File: src/verilog/doe_pkg.sv
package doe_pkg;

  // ------------------------------
  // Secret and block geometry
  // ------------------------------
  // Sizes in 32-bit dwords
  localparam int KEY_DWORDS   = 8;
  localparam int UDS_DWORDS   = 12;
  localparam int FE_DWORDS    = 8;
  localparam int BLOCK_DWORDS = 4;

  // 128-bit blocks per secret
  localparam int UDS_BLOCKS = UDS_DWORDS / BLOCK_DWORDS;
  localparam int FE_BLOCKS  = FE_DWORDS / BLOCK_DWORDS;

  // Key-vault write port
  localparam int KV_ENTRY_WIDTH  = 3;
  localparam int KV_OFFSET_WIDTH = 4;

  // ------------------------------
  // Register map
  // ------------------------------
  localparam int REG_ADDR_WIDTH = 5;

  // Control: cmd in 1:0, dest in 4:2
  localparam logic [REG_ADDR_WIDTH-1:0] ADDR_CTRL     = 5'h00;
  // Status: ready, valid, uds_done, fe_done, cleared
  localparam logic [REG_ADDR_WIDTH-1:0] ADDR_STATUS   = 5'h04;
  localparam logic [REG_ADDR_WIDTH-1:0] ADDR_INTR_EN  = 5'h08;
  // Write 1 to clear
  localparam logic [REG_ADDR_WIDTH-1:0] ADDR_INTR_STS = 5'h0C;
  // Four IV dwords, dword 0 most significant
  localparam logic [REG_ADDR_WIDTH-1:0] ADDR_IV0      = 5'h10;

  // ------------------------------
  // Encodings
  // ------------------------------
  typedef enum logic [1:0] {
    DOE_IDLE  = 2'd0,
    DOE_UDS   = 2'd1,
    DOE_FE    = 2'd2,
    DOE_CLEAR = 2'd3
  } doe_cmd_e;

  // Sequencer states
  typedef enum logic [2:0] {
    IDLE = 3'd0,
    LOAD = 3'd1,
    RUN  = 3'd2,
    WAIT = 3'd3,
    PUSH = 3'd4,
    DONE = 3'd5
  } doe_state_e;

endpackage
File: src/verilog/doe_cbc.sv
`timescale 1ns/1ns

module doe_cbc #(
  parameter int NUM_ROUNDS = 8
) (
  input  logic                                 clk,
  input  logic                                 reset_n,
  // Register bus
  input  logic                                 cs,
  input  logic                                 we,
  input  logic [doe_pkg::REG_ADDR_WIDTH-1:0]   address,
  input  logic [31:0]                          write_data,
  output logic [31:0]                          read_data,
  // Static secrets
  input  logic [doe_pkg::KEY_DWORDS*32-1:0]    obf_key,
  input  logic [doe_pkg::UDS_DWORDS*32-1:0]    obf_uds,
  input  logic [doe_pkg::FE_DWORDS*32-1:0]     obf_fe,
  output logic                                 notif_intr,
  output logic                                 clear_obf_secrets,
  // Key-vault write port
  output logic                                 kv_write_en,
  output logic [doe_pkg::KV_ENTRY_WIDTH-1:0]   kv_write_entry,
  output logic [doe_pkg::KV_OFFSET_WIDTH-1:0]  kv_write_offset,
  output logic [31:0]                          kv_write_data
);

  doe_pkg::doe_cmd_e cmd;

  logic [doe_pkg::KV_ENTRY_WIDTH-1:0] dest;
  logic [doe_pkg::KV_ENTRY_WIDTH-1:0] kv_entry;
  logic [127:0] iv;
  logic [127:0] core_block;
  logic [127:0] core_result;
  logic [1:0]   block_index;
  logic         iv_updated;
  logic         flow_done;
  logic         flow_busy;
  logic         uds_locked;
  logic         fe_locked;
  logic         core_init;
  logic         core_next;
  logic         core_ready;
  logic         core_valid;
  logic         push_done;

  // ------------------------------
  // Firmware registers
  // ------------------------------
  doe_regs u_regs (
    .clk           (clk),
    .reset_n       (reset_n),
    .cs            (cs),
    .we            (we),
    .address       (address),
    .write_data    (write_data),
    .read_data     (read_data),
    .cmd           (cmd),
    .dest          (dest),
    .iv            (iv),
    .iv_updated    (iv_updated),
    .flow_done     (flow_done),
    .flow_busy     (flow_busy),
    .cleared_pulse (clear_obf_secrets),
    .uds_locked    (uds_locked),
    .fe_locked     (fe_locked),
    .core_ready    (core_ready),
    .notif_intr    (notif_intr)
  );

  // ------------------------------
  // Flow sequencer
  // ------------------------------
  doe_fsm u_fsm (
    .clk               (clk),
    .reset_n           (reset_n),
    .cmd               (cmd),
    .dest              (dest),
    .obf_uds           (obf_uds),
    .obf_fe            (obf_fe),
    .core_ready        (core_ready),
    .core_valid        (core_valid),
    .push_done         (push_done),
    .init              (core_init),
    .next              (core_next),
    .block             (core_block),
    .kv_entry          (kv_entry),
    .block_index       (block_index),
    .flow_done         (flow_done),
    .flow_busy         (flow_busy),
    .clear_obf_secrets (clear_obf_secrets),
    .uds_locked        (uds_locked),
    .fe_locked         (fe_locked)
  );

  // Decrypt core, always 256-bit key
  doe_core_cbc #(
    .NUM_ROUNDS (NUM_ROUNDS)
  ) u_core (
    .clk          (clk),
    .reset_n      (reset_n),
    .init         (core_init),
    .next         (core_next),
    .key          (obf_key),
    .iv           (iv),
    .iv_updated   (iv_updated),
    .block        (core_block),
    .ready        (core_ready),
    .result       (core_result),
    .result_valid (core_valid)
  );

  // Plaintext out to the key vault
  kv_result_buffer u_kv_buf (
    .clk             (clk),
    .reset_n         (reset_n),
    .result_valid    (core_valid),
    .result          (core_result),
    .kv_entry        (kv_entry),
    .block_index     (block_index),
    .kv_write_en     (kv_write_en),
    .kv_write_entry  (kv_write_entry),
    .kv_write_offset (kv_write_offset),
    .kv_write_data   (kv_write_data),
    .push_done       (push_done)
  );

endmodule

File: src/verilog/kv_result_buffer.sv
`timescale 1ns/1ns

module kv_result_buffer (
  input  logic                                 clk,
  input  logic                                 reset_n,
  input  logic                                 result_valid,
  input  logic [127:0]                         result,
  input  logic [doe_pkg::KV_ENTRY_WIDTH-1:0]   kv_entry,
  input  logic [1:0]                           block_index,
  output logic                                 kv_write_en,
  output logic [doe_pkg::KV_ENTRY_WIDTH-1:0]   kv_write_entry,
  output logic [doe_pkg::KV_OFFSET_WIDTH-1:0]  kv_write_offset,
  output logic [31:0]                          kv_write_data,
  output logic                                 push_done
);

  logic [127:0] data_reg;
  logic [1:0]   dw_cnt;
  logic [1:0]   blk_reg;
  logic         busy;

  // ------------------------------
  // Control
  // ------------------------------
  always_ff @(posedge clk or negedge reset_n) begin
    if (!reset_n) begin
      busy   <= 1'b0;
      dw_cnt <= '0;
    end else if (result_valid) begin
      busy   <= 1'b1;
      dw_cnt <= '0;
    end else if (busy) begin
      dw_cnt <= dw_cnt + 2'd1;
      // Fourth dword ends the burst
      if (dw_cnt == 2'd3) begin
        busy <= 1'b0;
      end
    end
  end

  // Block payload, shifted up a dword per write
  always_ff @(posedge clk) begin
    if (result_valid) begin
      data_reg       <= result;
      blk_reg        <= block_index;
      kv_write_entry <= kv_entry;
    end else if (busy) begin
      data_reg <= {data_reg[95:0], 32'b0};
    end
  end

  // ------------------------------
  // Key-vault port
  // ------------------------------
  assign kv_write_en     = busy;
  assign kv_write_data   = data_reg[127:96];
  // Offset base is 4 x block index
  assign kv_write_offset = {blk_reg, dw_cnt};
  assign push_done       = busy && (dw_cnt == 2'd3);

endmodule

File: src/verilog/doe_fsm.sv
`timescale 1ns/1ns

module doe_fsm (
  input  logic                                clk,
  input  logic                                reset_n,
  input  doe_pkg::doe_cmd_e                   cmd,
  input  logic [doe_pkg::KV_ENTRY_WIDTH-1:0]  dest,
  input  logic [doe_pkg::UDS_DWORDS*32-1:0]   obf_uds,
  input  logic [doe_pkg::FE_DWORDS*32-1:0]    obf_fe,
  input  logic                                core_ready,
  input  logic                                core_valid,
  input  logic                                push_done,
  output logic                                init,
  output logic                                next,
  output logic [127:0]                        block,
  output logic [doe_pkg::KV_ENTRY_WIDTH-1:0]  kv_entry,
  output logic [1:0]                          block_index,
  output logic                                flow_done,
  output logic                                flow_busy,
  output logic                                clear_obf_secrets,
  output logic                                uds_locked,
  output logic                                fe_locked
);

  doe_pkg::doe_state_e state;
  doe_pkg::doe_state_e state_next;

  logic [1:0] blk_cnt;
  logic [1:0] last_blk;
  logic       is_uds;
  logic       is_flow;
  logic       flow_locked;

  // ------------------------------
  // Source selection
  // ------------------------------
  assign is_uds      = (cmd == doe_pkg::DOE_UDS);
  assign is_flow     = (cmd == doe_pkg::DOE_UDS) || (cmd == doe_pkg::DOE_FE);
  assign flow_locked = is_uds ? uds_locked : fe_locked;
  assign last_blk    = is_uds ? 2'(doe_pkg::UDS_BLOCKS - 1) : 2'(doe_pkg::FE_BLOCKS - 1);

  // Most significant block first, stable while the core runs
  always_comb begin
    if (is_uds) begin
      block = obf_uds[383 - 128*blk_cnt -: 128];
    end else begin
      block = obf_fe[255 - 128*blk_cnt[0] -: 128];
    end
  end

  // ------------------------------
  // State machine
  // ------------------------------
  always_comb begin
    state_next = state;
    case (state)
      doe_pkg::IDLE: begin
        // Locked flow goes straight to DONE, no writes
        if (is_flow) begin
          state_next = flow_locked ? doe_pkg::DONE : doe_pkg::LOAD;
        end else if (cmd == doe_pkg::DOE_CLEAR) begin
          state_next = doe_pkg::DONE;
        end
      end
      doe_pkg::LOAD: state_next = doe_pkg::RUN;
      doe_pkg::RUN: begin
        if (core_ready) begin
          state_next = doe_pkg::WAIT;
        end
      end
      doe_pkg::WAIT: begin
        if (core_valid) begin
          state_next = doe_pkg::PUSH;
        end
      end
      doe_pkg::PUSH: begin
        if (push_done) begin
          state_next = (blk_cnt == last_blk) ? doe_pkg::DONE : doe_pkg::RUN;
        end
      end
      doe_pkg::DONE: state_next = doe_pkg::IDLE;
      default:       state_next = doe_pkg::IDLE;
    endcase
  end

  always_ff @(posedge clk or negedge reset_n) begin
    if (!reset_n) begin
      state      <= doe_pkg::IDLE;
      blk_cnt    <= '0;
      kv_entry   <= '0;
      uds_locked <= 1'b0;
      fe_locked  <= 1'b0;
    end else begin
      state <= state_next;
      // Destination held for the whole flow
      if (state == doe_pkg::IDLE) begin
        blk_cnt  <= '0;
        kv_entry <= dest;
      end
      if ((state == doe_pkg::PUSH) && push_done) begin
        blk_cnt <= blk_cnt + 2'd1;
      end
      // Once per power cycle
      if ((state == doe_pkg::DONE) && (cmd == doe_pkg::DOE_UDS)) begin
        uds_locked <= 1'b1;
      end
      if ((state == doe_pkg::DONE) && (cmd == doe_pkg::DOE_FE)) begin
        fe_locked <= 1'b1;
      end
    end
  end

  // ------------------------------
  // Outputs
  // ------------------------------
  // Key load once per flow
  assign init        = (state == doe_pkg::LOAD);
  // Leaves RUN on the same cycle, so one pulse
  assign next        = (state == doe_pkg::RUN) && core_ready;
  assign block_index = blk_cnt;
  assign flow_busy   = (state != doe_pkg::IDLE);
  assign flow_done   = (state == doe_pkg::DONE);
  assign clear_obf_secrets = (state == doe_pkg::DONE) && (cmd == doe_pkg::DOE_CLEAR);

endmodule

File: src/verilog/doe_core_cbc.sv
`timescale 1ns/1ns

module doe_core_cbc #(
  parameter int NUM_ROUNDS = 8
) (
  input  logic         clk,
  input  logic         reset_n,
  input  logic         init,
  input  logic         next,
  input  logic [255:0] key,
  input  logic [127:0] iv,
  input  logic         iv_updated,
  input  logic [127:0] block,
  output logic         ready,
  output logic [127:0] result,
  output logic         result_valid
);

  logic [255:0] key_reg;
  logic [127:0] state_reg;
  logic [127:0] chain_reg;
  logic [3:0]   round_ctr;
  logic         busy;
  logic         finish;

  // ------------------------------
  // Round function
  // ------------------------------
  // Even rounds use key high half, odd the low half, rotated left 8 per round
  function automatic logic [127:0] round_key(input logic [255:0] k, input logic [3:0] idx);
    logic [127:0] half;
    int unsigned  sh;
    half = idx[0] ? k[127:0] : k[255:128];
    sh   = 8 * idx;
    if (sh == 0) begin
      return half;
    end
    return (half << sh) | (half >> (128 - sh));
  endfunction

  // Add round key, then rotate right by 7
  function automatic logic [127:0] dec_round(input logic [127:0] s, input logic [127:0] rk);
    logic [127:0] x;
    x = s ^ rk;
    return {x[6:0], x[127:7]};
  endfunction

  // All rounds done, chaining cycle
  assign finish = busy && (round_ctr == 4'(NUM_ROUNDS));

  // ------------------------------
  // Control
  // ------------------------------
  always_ff @(posedge clk or negedge reset_n) begin
    if (!reset_n) begin
      busy         <= 1'b0;
      // Idle core takes work straight away
      ready        <= 1'b1;
      result_valid <= 1'b0;
      round_ctr    <= '0;
    end else begin
      result_valid <= 1'b0;
      if (init) begin
        ready <= 1'b1;
      end
      if (next) begin
        busy      <= 1'b1;
        ready     <= 1'b0;
        round_ctr <= '0;
      end else if (finish) begin
        busy         <= 1'b0;
        ready        <= 1'b1;
        result_valid <= 1'b1;
      end else if (busy) begin
        round_ctr <= round_ctr + 4'd1;
      end
    end
  end

  // ------------------------------
  // Datapath
  // ------------------------------
  always_ff @(posedge clk) begin
    if (init) begin
      key_reg <= key;
    end
    // Rounds applied in index order 0 .. NUM_ROUNDS-1
    if (next) begin
      state_reg <= block;
    end else if (busy && !finish) begin
      state_reg <= dec_round(state_reg, round_key(key_reg, round_ctr));
    end
    // CBC: plaintext = D(C) ^ previous C, then C becomes the chain
    if (finish) begin
      result    <= state_reg ^ chain_reg;
      chain_reg <= block;
    end else if (iv_updated) begin
      chain_reg <= iv;
    end
  end

endmodule

File: src/verilog/doe_regs.sv
`timescale 1ns/1ns

module doe_regs (
  input  logic                                clk,
  input  logic                                reset_n,
  input  logic                                cs,
  input  logic                                we,
  input  logic [doe_pkg::REG_ADDR_WIDTH-1:0]  address,
  input  logic [31:0]                         write_data,
  output logic [31:0]                         read_data,
  output doe_pkg::doe_cmd_e                   cmd,
  output logic [doe_pkg::KV_ENTRY_WIDTH-1:0]  dest,
  output logic [127:0]                        iv,
  output logic                                iv_updated,
  input  logic                                flow_done,
  input  logic                                flow_busy,
  input  logic                                cleared_pulse,
  input  logic                                uds_locked,
  input  logic                                fe_locked,
  input  logic                                core_ready,
  output logic                                notif_intr
);

  logic        wr;
  logic        ctrl_wr;
  logic        iv_hit;
  logic        iv_wr;
  logic        valid;
  logic        cleared;
  logic        intr_en;
  logic        intr_sts;
  logic [31:0] rd_mux;

  // ------------------------------
  // Write decode
  // ------------------------------
  assign wr = cs && we;
  // Commands are dropped while a flow runs
  assign ctrl_wr = wr && (address == doe_pkg::ADDR_CTRL) && !flow_busy;
  // IV dwords fill the upper half of the map
  assign iv_hit = (address[4] == doe_pkg::ADDR_IV0[4]);
  assign iv_wr  = wr && iv_hit;

  always_ff @(posedge clk or negedge reset_n) begin
    if (!reset_n) begin
      cmd        <= doe_pkg::DOE_IDLE;
      dest       <= '0;
      valid      <= 1'b0;
      cleared    <= 1'b0;
      intr_en    <= 1'b0;
      intr_sts   <= 1'b0;
      iv_updated <= 1'b0;
      read_data  <= '0;
    end else begin
      // Core reloads its chain value on this
      iv_updated <= iv_wr;
      // Flow end retires the command
      if (flow_done) begin
        cmd   <= doe_pkg::DOE_IDLE;
        valid <= 1'b1;
      end else if (ctrl_wr) begin
        cmd   <= doe_pkg::doe_cmd_e'(write_data[1:0]);
        dest  <= write_data[4:2];
        valid <= 1'b0;
      end
      // Sticky until reset
      if (cleared_pulse) begin
        cleared <= 1'b1;
      end
      if (wr && (address == doe_pkg::ADDR_INTR_EN)) begin
        intr_en <= write_data[0];
      end
      // Set wins over W1C
      if (flow_done) begin
        intr_sts <= 1'b1;
      end else if (wr && (address == doe_pkg::ADDR_INTR_STS) && write_data[0]) begin
        intr_sts <= 1'b0;
      end
      if (cs && !we) begin
        read_data <= rd_mux;
      end
    end
  end

  // IV payload
  always_ff @(posedge clk) begin
    if (iv_wr) begin
      iv[127 - 32*address[3:2] -: 32] <= write_data;
    end
  end

  // ------------------------------
  // Read mux
  // ------------------------------
  always_comb begin
    rd_mux = '0;
    case (address)
      doe_pkg::ADDR_CTRL:     rd_mux = {27'b0, dest, cmd};
      doe_pkg::ADDR_STATUS:   rd_mux = {27'b0, cleared, fe_locked, uds_locked, valid,
                                        core_ready & ~flow_busy};
      doe_pkg::ADDR_INTR_EN:  rd_mux[0] = intr_en;
      doe_pkg::ADDR_INTR_STS: rd_mux[0] = intr_sts;
      default: begin
        if (iv_hit) begin
          rd_mux = iv[127 - 32*address[3:2] -: 32];
        end
      end
    endcase
  end

  // Level interrupt, masked
  assign notif_intr = intr_sts & intr_en;

endmodule

File: config.mk
export PLATFORM = sky130hd
export DESIGN_NAME = doe_cbc
export DESIGN_NICKNAME = d
export VERILOG_FILES = /design/src/verilog/doe_pkg.sv /design/src/verilog/doe_cbc.sv /design/src/verilog/kv_result_buffer.sv /design/src/verilog/doe_fsm.sv /design/src/verilog/doe_core_cbc.sv /design/src/verilog/doe_regs.sv
export SDC_FILE = /design/constraint.sdc
export NUM_CORES = 2
export LEC_CHECK = 0
export ABC_AREA = 1
export ABC_CLOCK_PERIOD_IN_PS = 19100
export BUFFER_PORTS_ARGS = -buffer_cell sky130_fd_sc_hd__buf_2
export CAP_MARGIN = 15
export CELL_PAD_IN_SITES_DETAIL_PLACEMENT = 1
export CELL_PAD_IN_SITES_GLOBAL_PLACEMENT = 2
export CORE_MARGIN = 8
export CORE_UTILIZATION = 30
export DETAILED_ROUTE_END_ITERATION = 8
export GPL_TIMING_DRIVEN = 1
export PLACE_DENSITY = 0.86
export SLEW_MARGIN = 20
export SYNTH_ARGS = -nofsm -noshare
export SYNTH_HDL_FRONTEND = slang
export SYNTH_SLANG_ARGS = --single-unit
File: constraint.sdc
create_clock -name clk -period 19.1 [get_ports clk]
set_clock_uncertainty 0.15 [all_clocks]
set_input_delay 0.955 -clock clk [delete_from_list [all_inputs] [get_ports clk]]
set_output_delay 0.955 -clock clk [all_outputs]
set_load 0.1 [all_outputs]
[Word-level counts from Yosys, hierarchy flattened]
Index checks and enable logic that the tools add are counted.
Word-level totals
  latch bits: 0
  memories: 0
  input port bits: 937
  word-level logic and storage cells: 157
  bits in writable memories: 0
  bits in registers: 963
  memory bits (read-only): 0
Operators by class
  divide/modulo/power cells: 0
  bitwise operators: 7
  shift-type cells: 7
  add/subtract/negate cells: 8
  mux-type cells: 52
  multipliers: 0
  $lt $le $gt $ge: 0
  equality and inequality tests: 19
  reduce and logical (&&, ||, !) cells: 37
Operators by type and width (count)
  $mux 128: 12
  $shiftx 511x33->128: 1
  $shiftx 383x33->128: 1
  $xor 128x128->128: 2
  $shift 32x34->159 const A: 1
  $shiftx 159x33->32: 1
  $shiftx 32x34->159: 1
  $bwmux 128: 1
  $or 128x128->128: 1
  $shl 128x7->128: 1
  $shr 128x32->128: 1
  $pmux 31 s3: 1
  $neg 32->34: 1
  $mux 32: 1
  $mux 3: 7
  $mux 1: 18
  $logic_and 1x1->1: 16
  $reduce_bool 2->1: 8
  $pmux 3 s5: 1
  $mux 2: 7
  $mux 4: 3
  $eq 5x4->1 const B: 2
  $sub 9x9->10 const A: 1
  $sub 8x7->9 const A: 1
  27 further kinds: 40

[Logic depth before layout (Yosys ltp)]
  depth in word-level cells: 12
  depth in mapped cells: 20
  depth with buffers taken out: 15

[Cells and area by module]
Synthesis repeated with hierarchy kept, for this count alone.
Unflattened totals
  cells, all modules: 7006
  area total of the unflattened synthesis: 55532.0 µm²
By module, submodules not included
  doe_core_cbc: cells an instance 4437, instances 1, area each 36398.7 µm²
  doe_regs: cells an instance 727, instances 1, area each 7257.0 µm²
  doe_fsm: cells an instance 1284, instances 1, area each 6068.3 µm²
  kv_result_buffer: cells an instance 558, instances 1, area each 5808.1 µm²

[Worst setup path before layout]
Ideal clock, no wire load.
  kind: flip-flop to flip-flop
  from: reg u_fsm.state[1]
  to: reg u_fsm.state[1]
  clock period less this slack: 19.582 ns
  stages on the path, launching flop included: 6
  path buffers: 1
  setup slack: -0.482 ns
  data arrival time: 19.366 ns
  path through: dfrtp_1 buf_2 nor3_1 inv_1 o211ai_1 mux2_2
On the way
  cells in the longest elaborated chain, start to end: 3
RTL lines
  start, declared: line doe_fsm.sv:25  | doe_pkg::doe_state_e state;
  start signal, assigned: line doe_fsm.sv:88  | state <= doe_pkg::IDLE;
  start signal, assigned: line doe_fsm.sv:94  | state <= state_next;
  $eq 3x3->1 (tied with other cells): line doe_fsm.sv:56  | case (state)
  $ne 2x1->1 (no source line) or $ne 3x1->1 (tied branches)
  $reduce_and 4->1 (no source line)
Parallel ways exist; a longest one is shown, timed or not.
A chain may end at the register's enable or synchronous reset.

[Worst setup path in the final report]
  from: reg u_fsm.state[0]
  to: reg u_core.state_reg[107], enable pin
On the way
  cells in the longest elaborated chain, start to end: 3
RTL lines
  $eq 3x2->1: line doe_fsm.sv:119  | assign next = (state == doe_pkg::RUN) && core_ready;
  $logic_and 1x1->1: line doe_fsm.sv:119
  $reduce_bool 2->1 (no source line)
  end signal, assigned: line doe_core_cbc.sv:89  | state_reg <= block;
  end signal, assigned: line doe_core_cbc.sv:91  | state_reg <= dec_round(state_reg, round_key(key_reg, round_ctr));
  end, declared: line doe_core_cbc.sv:20  | logic [127:0] state_reg;
Every way passes these cells.

==> results.sh <==
export IMPL_cts_sinks=963
export IMPL_setup_tns_ps=0
export IMPL_cts_resized=0
export IMPL_synthCells=6919
export IMPL_io_buffers=1010
export IMPL_finalCritPeriodShare_pct=27.4
export IMPL_grt_pass1_vias=58800
export IMPL_ios=1011
export IMPL_fin_crit_ps=5230
export IMPL_drive_above_1_share_pct=17.8
export IMPL_synthFlopType="edfxtp_1"
export IMPL_fp_dieH_um=446
export IMPL_vdd_drop_max_uv=218
export IMPL_status="completed"
export IMPL_synth_top_area_share_pct=48.7
export IMPL_wl_per_cell_um=37.7
export IMPL_worst_slew_pin_slew_ps=1390
export IMPL_cts_path_max_buffers=3
export IMPL_synth_mux_area_share_pct=0.0203
export IMPL_maxSlewHeadroom_pct=6.17
export IMPL_finalSetupViolations=0
export IMPL_first_pass_iters=7
export IMPL_die_x_um=446
export IMPL_swShare_pct=56.1
export IMPL_slew_viol_final=0
export IMPL_rsz0062_at_grt="no"
export IMPL_pwr_share_seq_pct=27.6
export IMPL_post_route_util_pct=35.7
export IMPL_wl_met2_mm=171
export IMPL_via_count=59600
export IMPL_cts_max_level=3
export IMPL_yosys_cell_count_top_type="nand2_1"
export IMPL_gp_congestion=1.03
export IMPL_fp_row_count=158
export IMPL_synth_compound_gate_area_share_pct=7.38
export IMPL_clock_latency_ps=780
export IMPL_synth_area_per_cell_um2=8.03
export IMPL_ys_top_cells_by_area="edfxtp_1 (49%), nand2_1 (16%), nand3_1 (11%)"
export IMPL_top_layer_used="met5"
export IMPL_synth_xor_area_share_pct=2.03
export IMPL_p_per_area_mw_per_mm2=206
export IMPL_p_int_mw=5.98
export IMPL_wl_met1_mm=152
export IMPL_synthSimpleGateAreaFrac_pct=33.1
export IMPL_grt_start_max_net_pins=215
export IMPL_fmax_mhz=191
export IMPL_p_comb_share_pct=57.8
export IMPL_via_per_inst=5.79
export IMPL_synthArstFlopShare_pct=6.44
export IMPL_post_cts_setup_buffer_count=0
export IMPL_cap_violations=0
export IMPL_placed_cells=10000
export IMPL_ys_warn_count=0
export IMPL_instances_no_fill=10300
export IMPL_start_util_pct=30.1
export IMPL_arrival_ps=5470
export IMPL_synthTopCellsByCount="nand2_1 (2341), nand3_1 (1224), edfxtp_1 (901)"
export IMPL_routed_wirelength_mm=388
export IMPL_overflow=0
export IMPL_clkTransAtPathRegs_ps=60
export IMPL_grt_pass1_wl_mm=511
export IMPL_synth_edf_count=901
export IMPL_drtIter0Drc=8383
export IMPL_root_buffer="clkbuf_16"
export IMPL_dieArea_mm2=0.199
export IMPL_critPathKind="reg -> reg"
export IMPL_cts_buffers_inserted=102
export IMPL_min_path_cells=1
export IMPL_power_leakage_nw=28.5
export IMPL_hold_violations=0
export IMPL_seq_area_frac_synth_pct=51.5
export IMPL_pwr_share_clk_pct=14.6
export IMPL_antenna_found_initial=125
export IMPL_reg2regPathDepth=8
export IMPL_areaGrowthSynthToFinish_pct=18.8
export IMPL_synth_nets=7863
export IMPL_critPathLaunchType="flop"
export IMPL_antenna_left=0
export IMPL_worst_hold_path_type="in -> reg"
export IMPL_dp_hpwl_mm=308
export IMPL_synth_cell_types=41
export IMPL_synth_largest_area_cell="edfxtp_1"
export IMPL_core_area_mm2=0.185
export IMPL_synthAdderAreaFrac_pct=0.158
export IMPL_cts_tree="done"
export IMPL_grtUsageTotal_pct=37.1
export IMPL_synth_area_mm2=0.0555
export IMPL_switchingPower_mw=7.62
export IMPL_cp_required_ps=19340
export IMPL_critical_path_max_fanout=131
export IMPL_power_mw=13.6
export IMPL_drc=0
export IMPL_largest_reg_flops=256
export IMPL_ys_seq_elements=963
export IMPL_fin_nets=8618
export IMPL_end_kind="flop"
export IMPL_route_met3_wl_mm=40.3
export IMPL_synth_top_family_by_area="simple AND/OR/NAND/NOR gates"
## metal layers
metal	vias to the layer above	track usage [%]
li1	25000	-
met2	3795	57.1
met5	-	0
met4	48	19.1
met1	30000	48.1
met3	785	9.75
## worst paths after layout
check	slack, ps	end	start
worst max-delay path	13870	u_core.state_reg[107]	u_fsm.state[0]
worst min-delay path	220	u_core.key_reg[234]	obf_key[234]
worst max register to register	13870	u_core.state_reg[107]	u_fsm.state[0]
worst min register to register	310	u_kv_buf.kv_write_entry[1]	u_fsm.kv_entry[1]
max in group asynchronous	16810	u_core.round_ctr[0]	reset_n
min in group asynchronous	520	u_regs.read_data[24]	reset_n
## layout by cell type, fill, tap and decap left out, drive strengths merged, types with 4 or more instances in the layout
cell type  count
a221oi        27
clkbuf       120
xor2         128
nand4         34
o22ai         33
clkinvlp       4
nor2         554
dfrtp         61
inv          233
ha             7
buf         1129
nor3           8
clkinv        56
diode         54
nand3       1224
nand3b       105
edfxtp       901
o21ai        690
bufinv         5
a21oi         32
nand2       2389
## kinds of logic after synthesis
family / count (synthesis)
simple gates: 4318
buf+inv: 713
fa+ha+maj: 7
xor+xnor: 129
mux: 1
flops: 963
compound gates: 788
## cell type report
type / count / area (µm²)
multi-input cells: 5243 / 23900
diodes: 54 / 135
well taps: 2480 / 3100
flip-flops and latches: 963 / 28600
fillers: 22400 / 119000
inverters: 234 / 907
clock buffers: 120 / 2660
clock inverters: 64 / 546
repair buffers: 1130 / 6080
## power by group through the flow
| stage | logic [mW] | registers, mW | clock network (mW) |
|---|---|---|---|
| after floorplan | 4.37 | 3.57 | 0 |
| after global placement | 7.48 | 3.75 | 0 |
| after detailed placement | 7.55 | 3.77 | 0 |
| after CTS | 7.58 | 3.73 | 2.00 |
| after global routing | 8.20 | 3.75 | 2.06 |
| final | 7.86 | 3.75 | 1.99 |
## timing repair
| action | in CTS | in global routing |
|---|---|---|
| hold endpoints to repair | 18 | 0 |
| hold buffers | 1 | 0 |
| setup endpoints to repair | 0 | 0 |
## metrics by stage
step / cell area [µm²] / setup slack (ps) / hold WS [ps]
after detailed placement: 62600 / 14050 / 286
after floorplan: 55600 / 7610 / 275
after global routing: 65900 / 13700 / 204
after global placement: 62500 / 14110 / 287
after CTS: 65800 / 14020 / 168
final: 66000 / 13870 / 215
## critical path, cell delays in order, from the launching register on
cell and delay, ps:
dfrtp_1 430, inv_1 150, nand3_1 190, nor2_4 150, buf_12 480, clkinv_2 890
nand2_4 400, buf_4 880, buf_4 880
(Power assumes the default switching activity.)
